==> config.mk <==
export PLATFORM = sky130hd
export DESIGN_NAME = csr_top
export DESIGN_NICKNAME = d
export VERILOG_FILES = /design/src/csr_pkg.sv /design/src/csr_decode.sv /design/src/csr_file.sv /design/src/csr_retire.sv /design/src/csr_top.sv
export SDC_FILE = /design/constraint.sdc
export NUM_CORES = 1
export LEC_CHECK = 0
export BUFFER_PORTS_ARGS = -buffer_cell sky130_fd_sc_hd__buf_2
export CAP_MARGIN = 10
export CELL_PAD_IN_SITES_DETAIL_PLACEMENT = 1
export CELL_PAD_IN_SITES_GLOBAL_PLACEMENT = 2
export CORE_UTILIZATION = 38
export CTS_BUF_LIST = sky130_fd_sc_hd__clkbuf_4
export DETAILED_ROUTE_END_ITERATION = 8
export GPL_TIMING_DRIVEN = 0
export MAX_ROUTING_LAYER = met4
export PLACE_DENSITY = 0.8
export SETUP_SLACK_MARGIN = 0.5
export SYNTH_ARGS = -nofsm -noshare
export SYNTH_HDL_FRONTEND = slang
export SYNTH_SLANG_ARGS = --single-unit
==> constraint.sdc <==
create_clock -name i_clock -period 3.2 [get_ports i_clock]
set_input_delay 0.48 -clock i_clock [delete_from_list [all_inputs] [get_ports i_clock]]
set_output_delay 0.48 -clock i_clock [all_outputs]
set_load 0.02 [all_outputs]
==> src/csr_pkg.sv <==
package csr_pkg;

	// Machine-mode CSR addresses.
	localparam logic [11:0] addr_mstatus = 12'h300;
	localparam logic [11:0] addr_mie = 12'h304;
	localparam logic [11:0] addr_mtvec = 12'h305;
	localparam logic [11:0] addr_mscratch = 12'h340;
	localparam logic [11:0] addr_mepc = 12'h341;
	localparam logic [11:0] addr_mcause = 12'h342;
	localparam logic [11:0] addr_mip = 12'h344;

	// User-level counters, read only.
	localparam logic [11:0] addr_cycle = 12'hc00;
	localparam logic [11:0] addr_time = 12'hc01;
	localparam logic [11:0] addr_instret = 12'hc02;
	localparam logic [11:0] addr_cycleh = 12'hc80;
	localparam logic [11:0] addr_timeh = 12'hc81;
	localparam logic [11:0] addr_instreth = 12'hc82;

	// Machine information registers.
	localparam logic [11:0] addr_mvendorid = 12'hf11;
	localparam logic [11:0] addr_marchid = 12'hf12;
	localparam logic [11:0] addr_mimpid = 12'hf13;
	localparam logic [11:0] addr_mhartid = 12'hf14;

	// Trap causes as written to mcause.
	localparam logic [31:0] cause_machine_external = 32'h8000_000b;
	localparam logic [31:0] cause_machine_timer = 32'h8000_0007;
	localparam logic [31:0] cause_environment_call = 32'h0000_000b;

	typedef logic [11:0] csr_index_t;

	typedef enum logic [2:0] {
		op_none,
		op_write,
		op_set,
		op_clear,
		op_ecall,
		op_mret
	} csr_op_t;

	typedef struct packed {
		logic valid;
		csr_op_t op;
		csr_index_t index;
		logic [31:0] operand;
		logic write_enable;
		logic [4:0] rd;
		logic illegal;
	} csr_request_t;

	typedef struct packed {
		logic valid;
		logic [4:0] rd;
		logic [31:0] value;
		logic illegal;
	} csr_result_t;

endpackage

==> src/csr_decode.sv <==
module csr_decode (
	input logic i_clock,
	input logic i_reset,
	input logic i_valid,
	input logic [31:0] i_instruction,
	input logic [31:0] i_rs1_value,
	output csr_pkg::csr_request_t o_request
);
	localparam logic [6:0] OPCODE_SYSTEM = 7'b1110011;
	localparam logic [31:0] INSN_ECALL = 32'h0000_0073;
	localparam logic [31:0] INSN_MRET = 32'h3020_0073;

	logic [6:0] opcode;
	logic [2:0] funct3;
	logic [4:0] rs1_field;
	csr_pkg::csr_request_t request;

	assign opcode = i_instruction[6:0];
	assign funct3 = i_instruction[14:12];
	assign rs1_field = i_instruction[19:15];

	always_comb begin
		request = '0;
		request.valid = i_valid;
		request.op = csr_pkg::op_none;
		request.index = i_instruction[31:20];
		request.rd = i_instruction[11:7];
		// Immediate forms carry a zero-extended uimm in the rs1 field.
		request.operand = funct3[2] ? {27'b0, rs1_field} : i_rs1_value;

		if (opcode != OPCODE_SYSTEM) begin
			request.illegal = 1'b1;
		end
		else begin
			case (funct3)
				3'b000: begin
					if (i_instruction == INSN_ECALL)
						request.op = csr_pkg::op_ecall;
					else if (i_instruction == INSN_MRET)
						request.op = csr_pkg::op_mret;
					else
						request.illegal = 1'b1;
				end
				3'b001, 3'b101: begin
					request.op = csr_pkg::op_write;
					request.write_enable = 1'b1;
				end
				3'b010, 3'b110: begin
					// A zero source only reads, no side effects.
					request.op = csr_pkg::op_set;
					request.write_enable = (rs1_field != 5'd0);
				end
				3'b011, 3'b111: begin
					request.op = csr_pkg::op_clear;
					request.write_enable = (rs1_field != 5'd0);
				end
				default: request.illegal = 1'b1;
			endcase
		end
	end

	always_ff @(posedge i_clock) begin
		o_request <= request;
		if (i_reset)
			o_request.valid <= 1'b0;
	end

endmodule

==> src/csr_file.sv <==
module csr_file #(
	parameter int FREQUENCY = 1000,
	parameter logic [31:0] VENDORID = 32'h0,
	parameter logic [31:0] ARCHID = 32'h0,
	parameter logic [31:0] IMPID = 32'h0,
	parameter logic [31:0] HARTID = 32'h0
) (
	input logic i_clock,
	input logic i_reset,
	input csr_pkg::csr_request_t i_request,
	input logic i_timer_interrupt,
	input logic i_external_interrupt,
	input logic i_irq_dispatched,
	input logic [31:0] i_irq_epc,
	input logic [63:0] i_retired,
	output csr_pkg::csr_result_t o_result,
	output logic [31:0] o_epc,
	output logic o_irq_pending,
	output logic [31:0] o_irq_pc,
	output logic o_external_interrupt_enable
);
	localparam int PRESCALE = FREQUENCY / 1000;
	localparam int PRESCALE_WIDTH = (PRESCALE > 0) ? $clog2(PRESCALE + 1) : 1;

	logic mstatus_mie, mstatus_mpie;
	logic mie_meie, mie_mtie, mie_msie;
	logic mip_meip, mip_mtip, mip_msip;
	logic [31:0] mtvec, mscratch, mepc, mcause;
	logic issued_external, issued_timer, issued_software;
	logic [63:0] cycle, wall_time;
	logic [PRESCALE_WIDTH-1:0] prescale;

	logic [31:0] mstatus, mie, mip;
	logic [31:0] read_value, write_value;
	logic known, access, do_write, is_ecall, is_mret;
	csr_pkg::csr_result_t result;

	assign mstatus = {24'b0, mstatus_mpie, 3'b0, mstatus_mie, 3'b0};
	assign mie = {20'b0, mie_meie, 3'b0, mie_mtie, 3'b0, mie_msie, 3'b0};
	assign mip = {20'b0, mip_meip, 3'b0, mip_mtip, 3'b0, mip_msip, 3'b0};

	assign o_epc = mepc;
	assign o_external_interrupt_enable = !o_irq_pending && mstatus_mie && mie_meie;

	assign access = (i_request.op == csr_pkg::op_write) || (i_request.op == csr_pkg::op_set)
		|| (i_request.op == csr_pkg::op_clear);
	assign do_write = i_request.valid && access && i_request.write_enable && !i_request.illegal;
	assign is_ecall = i_request.valid && (i_request.op == csr_pkg::op_ecall);
	assign is_mret = i_request.valid && (i_request.op == csr_pkg::op_mret);

	// Read side, by address.
	always_comb begin
		known = 1'b1;
		case (i_request.index)
			csr_pkg::addr_mstatus: read_value = mstatus;
			csr_pkg::addr_mie: read_value = mie;
			csr_pkg::addr_mtvec: read_value = mtvec;
			csr_pkg::addr_mscratch: read_value = mscratch;
			csr_pkg::addr_mepc: read_value = mepc;
			csr_pkg::addr_mcause: read_value = mcause;
			csr_pkg::addr_mip: read_value = mip;
			csr_pkg::addr_cycle: read_value = cycle[31:0];
			csr_pkg::addr_cycleh: read_value = cycle[63:32];
			csr_pkg::addr_time: read_value = wall_time[31:0];
			csr_pkg::addr_timeh: read_value = wall_time[63:32];
			csr_pkg::addr_instret: read_value = i_retired[31:0];
			csr_pkg::addr_instreth: read_value = i_retired[63:32];
			csr_pkg::addr_mvendorid: read_value = VENDORID;
			csr_pkg::addr_marchid: read_value = ARCHID;
			csr_pkg::addr_mimpid: read_value = IMPID;
			csr_pkg::addr_mhartid: read_value = HARTID;
			default: begin
				read_value = 32'h0;
				known = 1'b0;
			end
		endcase
	end

	// Read-modify-write value.
	always_comb begin
		case (i_request.op)
			csr_pkg::op_set: write_value = read_value | i_request.operand;
			csr_pkg::op_clear: write_value = read_value & ~i_request.operand;
			default: write_value = i_request.operand;
		endcase
	end

	always_comb begin
		result.valid = i_request.valid;
		result.rd = i_request.rd;
		result.value = access ? read_value : 32'h0;
		result.illegal = i_request.illegal || (access && !known);
	end

	always_ff @(posedge i_clock) begin
		o_result <= result;
		if (i_reset)
			o_result.valid <= 1'b0;
	end

	always_ff @(posedge i_clock) begin
		if (i_reset) begin
			mstatus_mie <= 1'b0;
			mstatus_mpie <= 1'b0;
			mie_meie <= 1'b0;
			mie_mtie <= 1'b0;
			mie_msie <= 1'b0;
			mip_meip <= 1'b0;
			mip_mtip <= 1'b0;
			mip_msip <= 1'b0;
			mtvec <= 32'h0;
			mscratch <= 32'h0;
			mepc <= 32'h0;
			mcause <= 32'h0;
			issued_external <= 1'b0;
			issued_timer <= 1'b0;
			issued_software <= 1'b0;
			o_irq_pending <= 1'b0;
		end
		else begin
			if (do_write) begin
				case (i_request.index)
					csr_pkg::addr_mstatus: begin
						mstatus_mie <= write_value[3];
						mstatus_mpie <= write_value[7];
					end
					csr_pkg::addr_mie: begin
						mie_meie <= write_value[11];
						mie_mtie <= write_value[7];
						mie_msie <= write_value[3];
					end
					csr_pkg::addr_mtvec: mtvec <= write_value;
					csr_pkg::addr_mscratch: mscratch <= write_value;
					csr_pkg::addr_mepc: mepc <= write_value;
					csr_pkg::addr_mcause: mcause <= write_value;
					// Only the timer bit is software clearable.
					csr_pkg::addr_mip: mip_mtip <= write_value[7];
					default: ;
				endcase
			end

			// Latch enabled interrupt sources.
			if (i_timer_interrupt && mie_mtie)
				mip_mtip <= 1'b1;
			if (i_external_interrupt && mie_meie)
				mip_meip <= 1'b1;
			if (is_ecall && mie_msie)
				mip_msip <= 1'b1;

			// Issue the highest priority pending source.
			if (!o_irq_pending && mstatus_mie && (mip_meip || mip_mtip || mip_msip)) begin
				if (mip_meip) begin
					mcause <= csr_pkg::cause_machine_external;
					issued_external <= 1'b1;
				end
				else if (mip_mtip) begin
					mcause <= csr_pkg::cause_machine_timer;
					issued_timer <= 1'b1;
				end
				else begin
					mcause <= csr_pkg::cause_environment_call;
					issued_software <= 1'b1;
				end
				o_irq_pending <= 1'b1;
				mstatus_mpie <= mstatus_mie;
				mstatus_mie <= 1'b0;
			end

			if (is_mret) begin
				mstatus_mie <= mstatus_mpie;
				mstatus_mpie <= 1'b0;
			end

			// Core has taken the trap; clear the issued source.
			if (i_irq_dispatched) begin
				mepc <= i_irq_epc;
				if (issued_external)
					mip_meip <= 1'b0;
				if (issued_timer)
					mip_mtip <= 1'b0;
				if (issued_software)
					mip_msip <= 1'b0;
				issued_external <= 1'b0;
				issued_timer <= 1'b0;
				issued_software <= 1'b0;
				o_irq_pending <= 1'b0;
			end
		end
	end

	always_ff @(posedge i_clock) begin
		if (!o_irq_pending)
			o_irq_pc <= mtvec;
	end

	// Free-running cycle count, prescaled wall time.
	always_ff @(posedge i_clock) begin
		if (i_reset) begin
			cycle <= 64'd0;
			wall_time <= 64'd0;
			prescale <= '0;
		end
		else begin
			cycle <= cycle + 64'd1;
			if (prescale == PRESCALE_WIDTH'(PRESCALE)) begin
				prescale <= '0;
				wall_time <= wall_time + 64'd1;
			end
			else begin
				prescale <= prescale + 1'b1;
			end
		end
	end

endmodule

==> src/csr_retire.sv <==
module csr_retire (
	input logic i_clock,
	input logic i_reset,
	input csr_pkg::csr_result_t i_result,
	output csr_pkg::csr_result_t o_writeback,
	output logic [63:0] o_retired
);
	csr_pkg::csr_result_t writeback;

	// Illegal instructions never write a register.
	always_comb begin
		writeback = i_result;
		if (i_result.illegal)
			writeback.rd = 5'd0;
	end

	always_ff @(posedge i_clock) begin
		o_writeback <= writeback;
		if (i_reset)
			o_writeback.valid <= 1'b0;
	end

	// Every valid result counts, legal or not.
	always_ff @(posedge i_clock) begin
		if (i_reset)
			o_retired <= 64'd0;
		else if (i_result.valid)
			o_retired <= o_retired + 64'd1;
	end

endmodule

==> src/csr_top.sv <==
module csr_top #(
	parameter int FREQUENCY = 1000,
	parameter logic [31:0] VENDORID = 32'h0,
	parameter logic [31:0] ARCHID = 32'h0,
	parameter logic [31:0] IMPID = 32'h0,
	parameter logic [31:0] HARTID = 32'h0
) (
	input logic i_clock,
	input logic i_reset,
	input logic i_valid,
	input logic [31:0] i_instruction,
	input logic [31:0] i_rs1_value,
	input logic i_timer_interrupt,
	input logic i_external_interrupt,
	input logic i_irq_dispatched,
	input logic [31:0] i_irq_epc,
	output csr_pkg::csr_result_t o_writeback,
	output logic o_irq_pending,
	output logic [31:0] o_irq_pc,
	output logic [31:0] o_epc,
	output logic o_external_interrupt_enable
);
	csr_pkg::csr_request_t request;
	csr_pkg::csr_result_t result;
	logic [63:0] retired;

	csr_decode i_csr_decode (
		.i_clock(i_clock),
		.i_reset(i_reset),
		.i_valid(i_valid),
		.i_instruction(i_instruction),
		.i_rs1_value(i_rs1_value),
		.o_request(request)
	);

	csr_file #(
		.FREQUENCY(FREQUENCY),
		.VENDORID(VENDORID),
		.ARCHID(ARCHID),
		.IMPID(IMPID),
		.HARTID(HARTID)
	) i_csr_file (
		.i_clock(i_clock),
		.i_reset(i_reset),
		.i_request(request),
		.i_timer_interrupt(i_timer_interrupt),
		.i_external_interrupt(i_external_interrupt),
		.i_irq_dispatched(i_irq_dispatched),
		.i_irq_epc(i_irq_epc),
		.i_retired(retired),
		.o_result(result),
		.o_epc(o_epc),
		.o_irq_pending(o_irq_pending),
		.o_irq_pc(o_irq_pc),
		.o_external_interrupt_enable(o_external_interrupt_enable)
	);

	// Retire feeds its count back for instret reads.
	csr_retire i_csr_retire (
		.i_clock(i_clock),
		.i_reset(i_reset),
		.i_result(result),
		.o_writeback(o_writeback),
		.o_retired(retired)
	);

endmodule

==> results.py <==
metrics = {
    "clocking": {
        "cts_tree": "built",
        "cts_buffers": 140,
        "insertion_delay_ns": 1.01,
        "clockBufferDepth": 3,
        "root_buffer": "clkbuf_4",
        "cts_sinks": 498,
        "path_clk_slew_ns": 0.07,
        "htreeDepth": 4,
    },
    "timing": {
        "period_needed_ns": 2.73,
        "fmax_mhz": 366,
        "rsz0062_at_grt": "true",
        "maxSlewViolCount": 0,
        "setup_slack_ns": 0.468,
        "finalCritPeriodShare": 0.854,
        "setup_viol": 0,
        "fin_hold_ws_ns": 0.140,
        "fin_skew_ns": 0.0555,
        "hold_viol": 0,
        "worst_slew_pin_slew_ns": 1.27,
        "timing.slew.headroom": 0.151,
    },
    "global_route": {
        "busiest_layer": "met2",
        "met2_usage": 0.567,
        "grt_util_met3": 0.0764,
        "grt_overflow_total": 0,
        "grt_pass1_vias": 23500,
        "grtUsageMet1": 0.503,
        "antenna_found_initial": 8,
        "grt_usage": 0.384,
        "grt_max_degree": 34,
        "grt_pass1_wl_mm": 162,
    },
    "route": {
        "ant_nets": 0,
        "num_vias": 23600,
        "drc_errors": 0,
        "via_per_inst": 6.10,
        "wl_mm": 113,
        "detail_route.wl_per_cell_um": 29.3,
        "drt_first_pass_iters": 6,
        "drt_iter0_drc": 2393,
    },
    "synthesis": {
        "synth_mux_area_frac": 0.0531,
        "syn_area_per_cell_um2": 8.94,
        "synth_area_um2": 22400,
        "yosysWarnings": 0,
        "yosys.area_share.simple": 0.240,
        "synthFlopType": "dfxtp_1",
        "synth_top_area_frac": 0.416,
        "synthAdderAreaFrac": 0.00167,
        "synth.most_common_cell": "dfxtp_1",
        "syn_nets": 2616,
        "synthCells": 2511,
        "synth_top_cell_by_area": "dfxtp_1",
        "seq_area_frac_synth": 0.459,
        "synth-compound-area-share": 0.148,
        "synth_xor_area_frac": 0.0605,
        "ys_top_cells_by_count": "466 x dfxtp_1, 305 x nor2_1, 207 x nand2_1",
        "ys_ff_latch": 498,
        "synth_area_leaders": "dfxtp_1 42%, nor2_1 5.1%, edfxtp_1 4.3%",
        "synthArstFlopShare": 0,
        "synth_enable_flop_cells": 32,
        "synth_top_family_by_area": "simple AND/OR/NAND/NOR gates",
        "synth.distinct_cells": 81,
    },
    "critical_path": {
        "critPathMaxFanout": 10,
        "startpoint_type": "register",
        "critical-path-max-stage-delay_ns": 0.47,
        "crit_required_ns": 4.09,
        "critPathTopFamily": "simple AND/OR/NAND/NOR gates",
        "path_cells": "buf_6 > nand3b_1 > buf_4 > nor2_1 > nand2_1 > o21ai_0 > o21ai_1 > o31ai_1",
        "slowest_stage": "nor2_1",
        "setup.worst_path.class": "reg2reg",
        "critPathCaptureType": "register",
        "critPathBufInv": 2,
        "crit_arrival_ns": 3.62,
    },
    "die": {
        "start_util": 0.387,
        "io_pins": 207,
        "die_h_um": 245,
        "core_area_um2": 58000,
        "die_w_um": 245,
        "rows": 88,
        "die_area_um2": 60000,
    },
    "outcome": {
        "status": "finished clean",
    },
    "cells_and_area": {
        "fin_area_um2": 29000,
        "layout.nets": 3115,
        "fillers": 6774,
        "area_growth_pct": 29.4,
        "drive_gt1_frac": 0.257,
    },
    "power_and_ir_drop": {
        "peakVddDrop_v": 0.000291,
        "p_leak_nw": 10.6,
        "finalPower_mw": 13.3,
        "power.density_nw_per_um2": 457,
    },
    "flow_run": {
        "cap_violations": 0,
    },
    "placed_design": {
        "gp_congestion": 1.02,
        "pre_cts_slack_ns": -0.815,
        "io_buffers": 203,
        "dpl.hpwl_mm": 82.5,
        "placed_area_um2": 24400,
    },
    "min_path": {
        "min-delay-path-class": "in2reg",
    },
}
==> worst paths after layout <==
check / end / startpoint / cells after the start / slack (ns)
hold / removal: i_csr_decode.o_request[53]$_SDFF_PP0_ / i_instruction[18] / 6 / 0.14
setup reg to reg: i_csr_file.mtvec[12]$_SDFFE_PP0P_ / i_csr_decode.o_request[46]$_DFF_P_ / 8 / 0.47
hold reg to reg: i_csr_retire.o_writeback[17]$_DFF_P_ / i_csr_file.o_result[17]$_SDFF_PN0_ / 0 / 0.32
setup / recovery: i_csr_file.mtvec[12]$_SDFFE_PP0P_ / i_csr_decode.o_request[46]$_DFF_P_ / 8 / 0.47
==> registers in the layout, summed over array words and instances, names as in the netlist, 32 cells and up <==
signal	flops
i_csr_file.o_epc	32
i_csr_file.o_result	39
i_csr_retire.o_writeback	39
i_csr_file.o_irq_pc	32
i_csr_file.wall_time	64
i_csr_file.mtvec	32
i_csr_file.cycle	64
i_csr_file.mcause	32
i_csr_retire.o_retired	64
i_csr_file.mscratch	32
i_csr_decode.o_request	55
==> where the power goes <==
part / internal [mW] / switching, mW
logic: 0.337 / 0.570
registers: 6.33 / 0.0975
clock network: 3.03 / 2.90
==> through the flow <==
stage                     utilization  instances  setup TNS, ns
after floorplan                     -       2511              0
after global placement          0.421       3479         -71.69
after detailed placement        0.421       3481         -67.68
after CTS                       0.492       3859              0
after global routing            0.500       3876              0
final                           0.500       3877              0
==> layout by cell type, fill, tap and decap left out, types with 46 or more instances in the layout <==
master,Yosys,routed
o21ai_0,98,91
inv_1,47,46
xnor2_1,104,104
dlygate4sd3_1,0,98
buf_4,4,69
clkbuf_4,0,220
dfxtp_1,466,454
a21oi_1,111,105
nand4_1,52,52
nor2_1,305,298
and3_1,46,46
clkbuf_1,102,63
nor2b_1,50,48
nand2_1,207,204
buf_2,45,217
mux2i_1,65,48
xor2_1,51,51
nor3_1,76,61
nand3_1,115,109
==> repair_timing <==
action                                 in CTS  in global routing
gates cloned                                1                  0
hold buffers                               98                  0
pin swaps                                  33                 25
setup endpoints to repair                 203                159
resized for setup                         273                107
endpoints found under the hold margin      89                  0
buffers inserted                           38                 15
==> per-layer routing <==
layer	part of all wire	vias up
li1	-	10200
met1	0.42	11800
met2	0.44	1363
met3	0.093	296
met4	0.044	0
met5	0	-
==> cells by family (layout without fill, tap and decap cells) <==
logic type,after synthesis,in the layout
compound gates,498,498
xor+xnor,155,155
fa+ha+maj,3,3
buf+inv,208,806
flops,498,498
mux,106,106
other cells,0,3
simple gates,1043,1043
==> final cells by class <==
type	instances	area, µm²	share of cell area
multi-input cells	1805	12400	0.426
flip-flops and latches	498	10300	0.355
repair buffers	357	2420	0.0835
clock buffers	207	1550	0.0535
plain buffers	161	1050	0.0362
well taps	765	957	0.0330
clock inverters	34	180	0.00621
inverters	47	176	0.00608
diodes	3	7.51	0.000259
==> worst min-delay path, stage by stage <==
cell and delay [ns]:
buf_2 0.08, or4_1 0.10, nor2_1 0.07, nand4_1 0.11, a21oi_1 0.08, and2_1 0.17
Power figures use the tool's default switching activity.
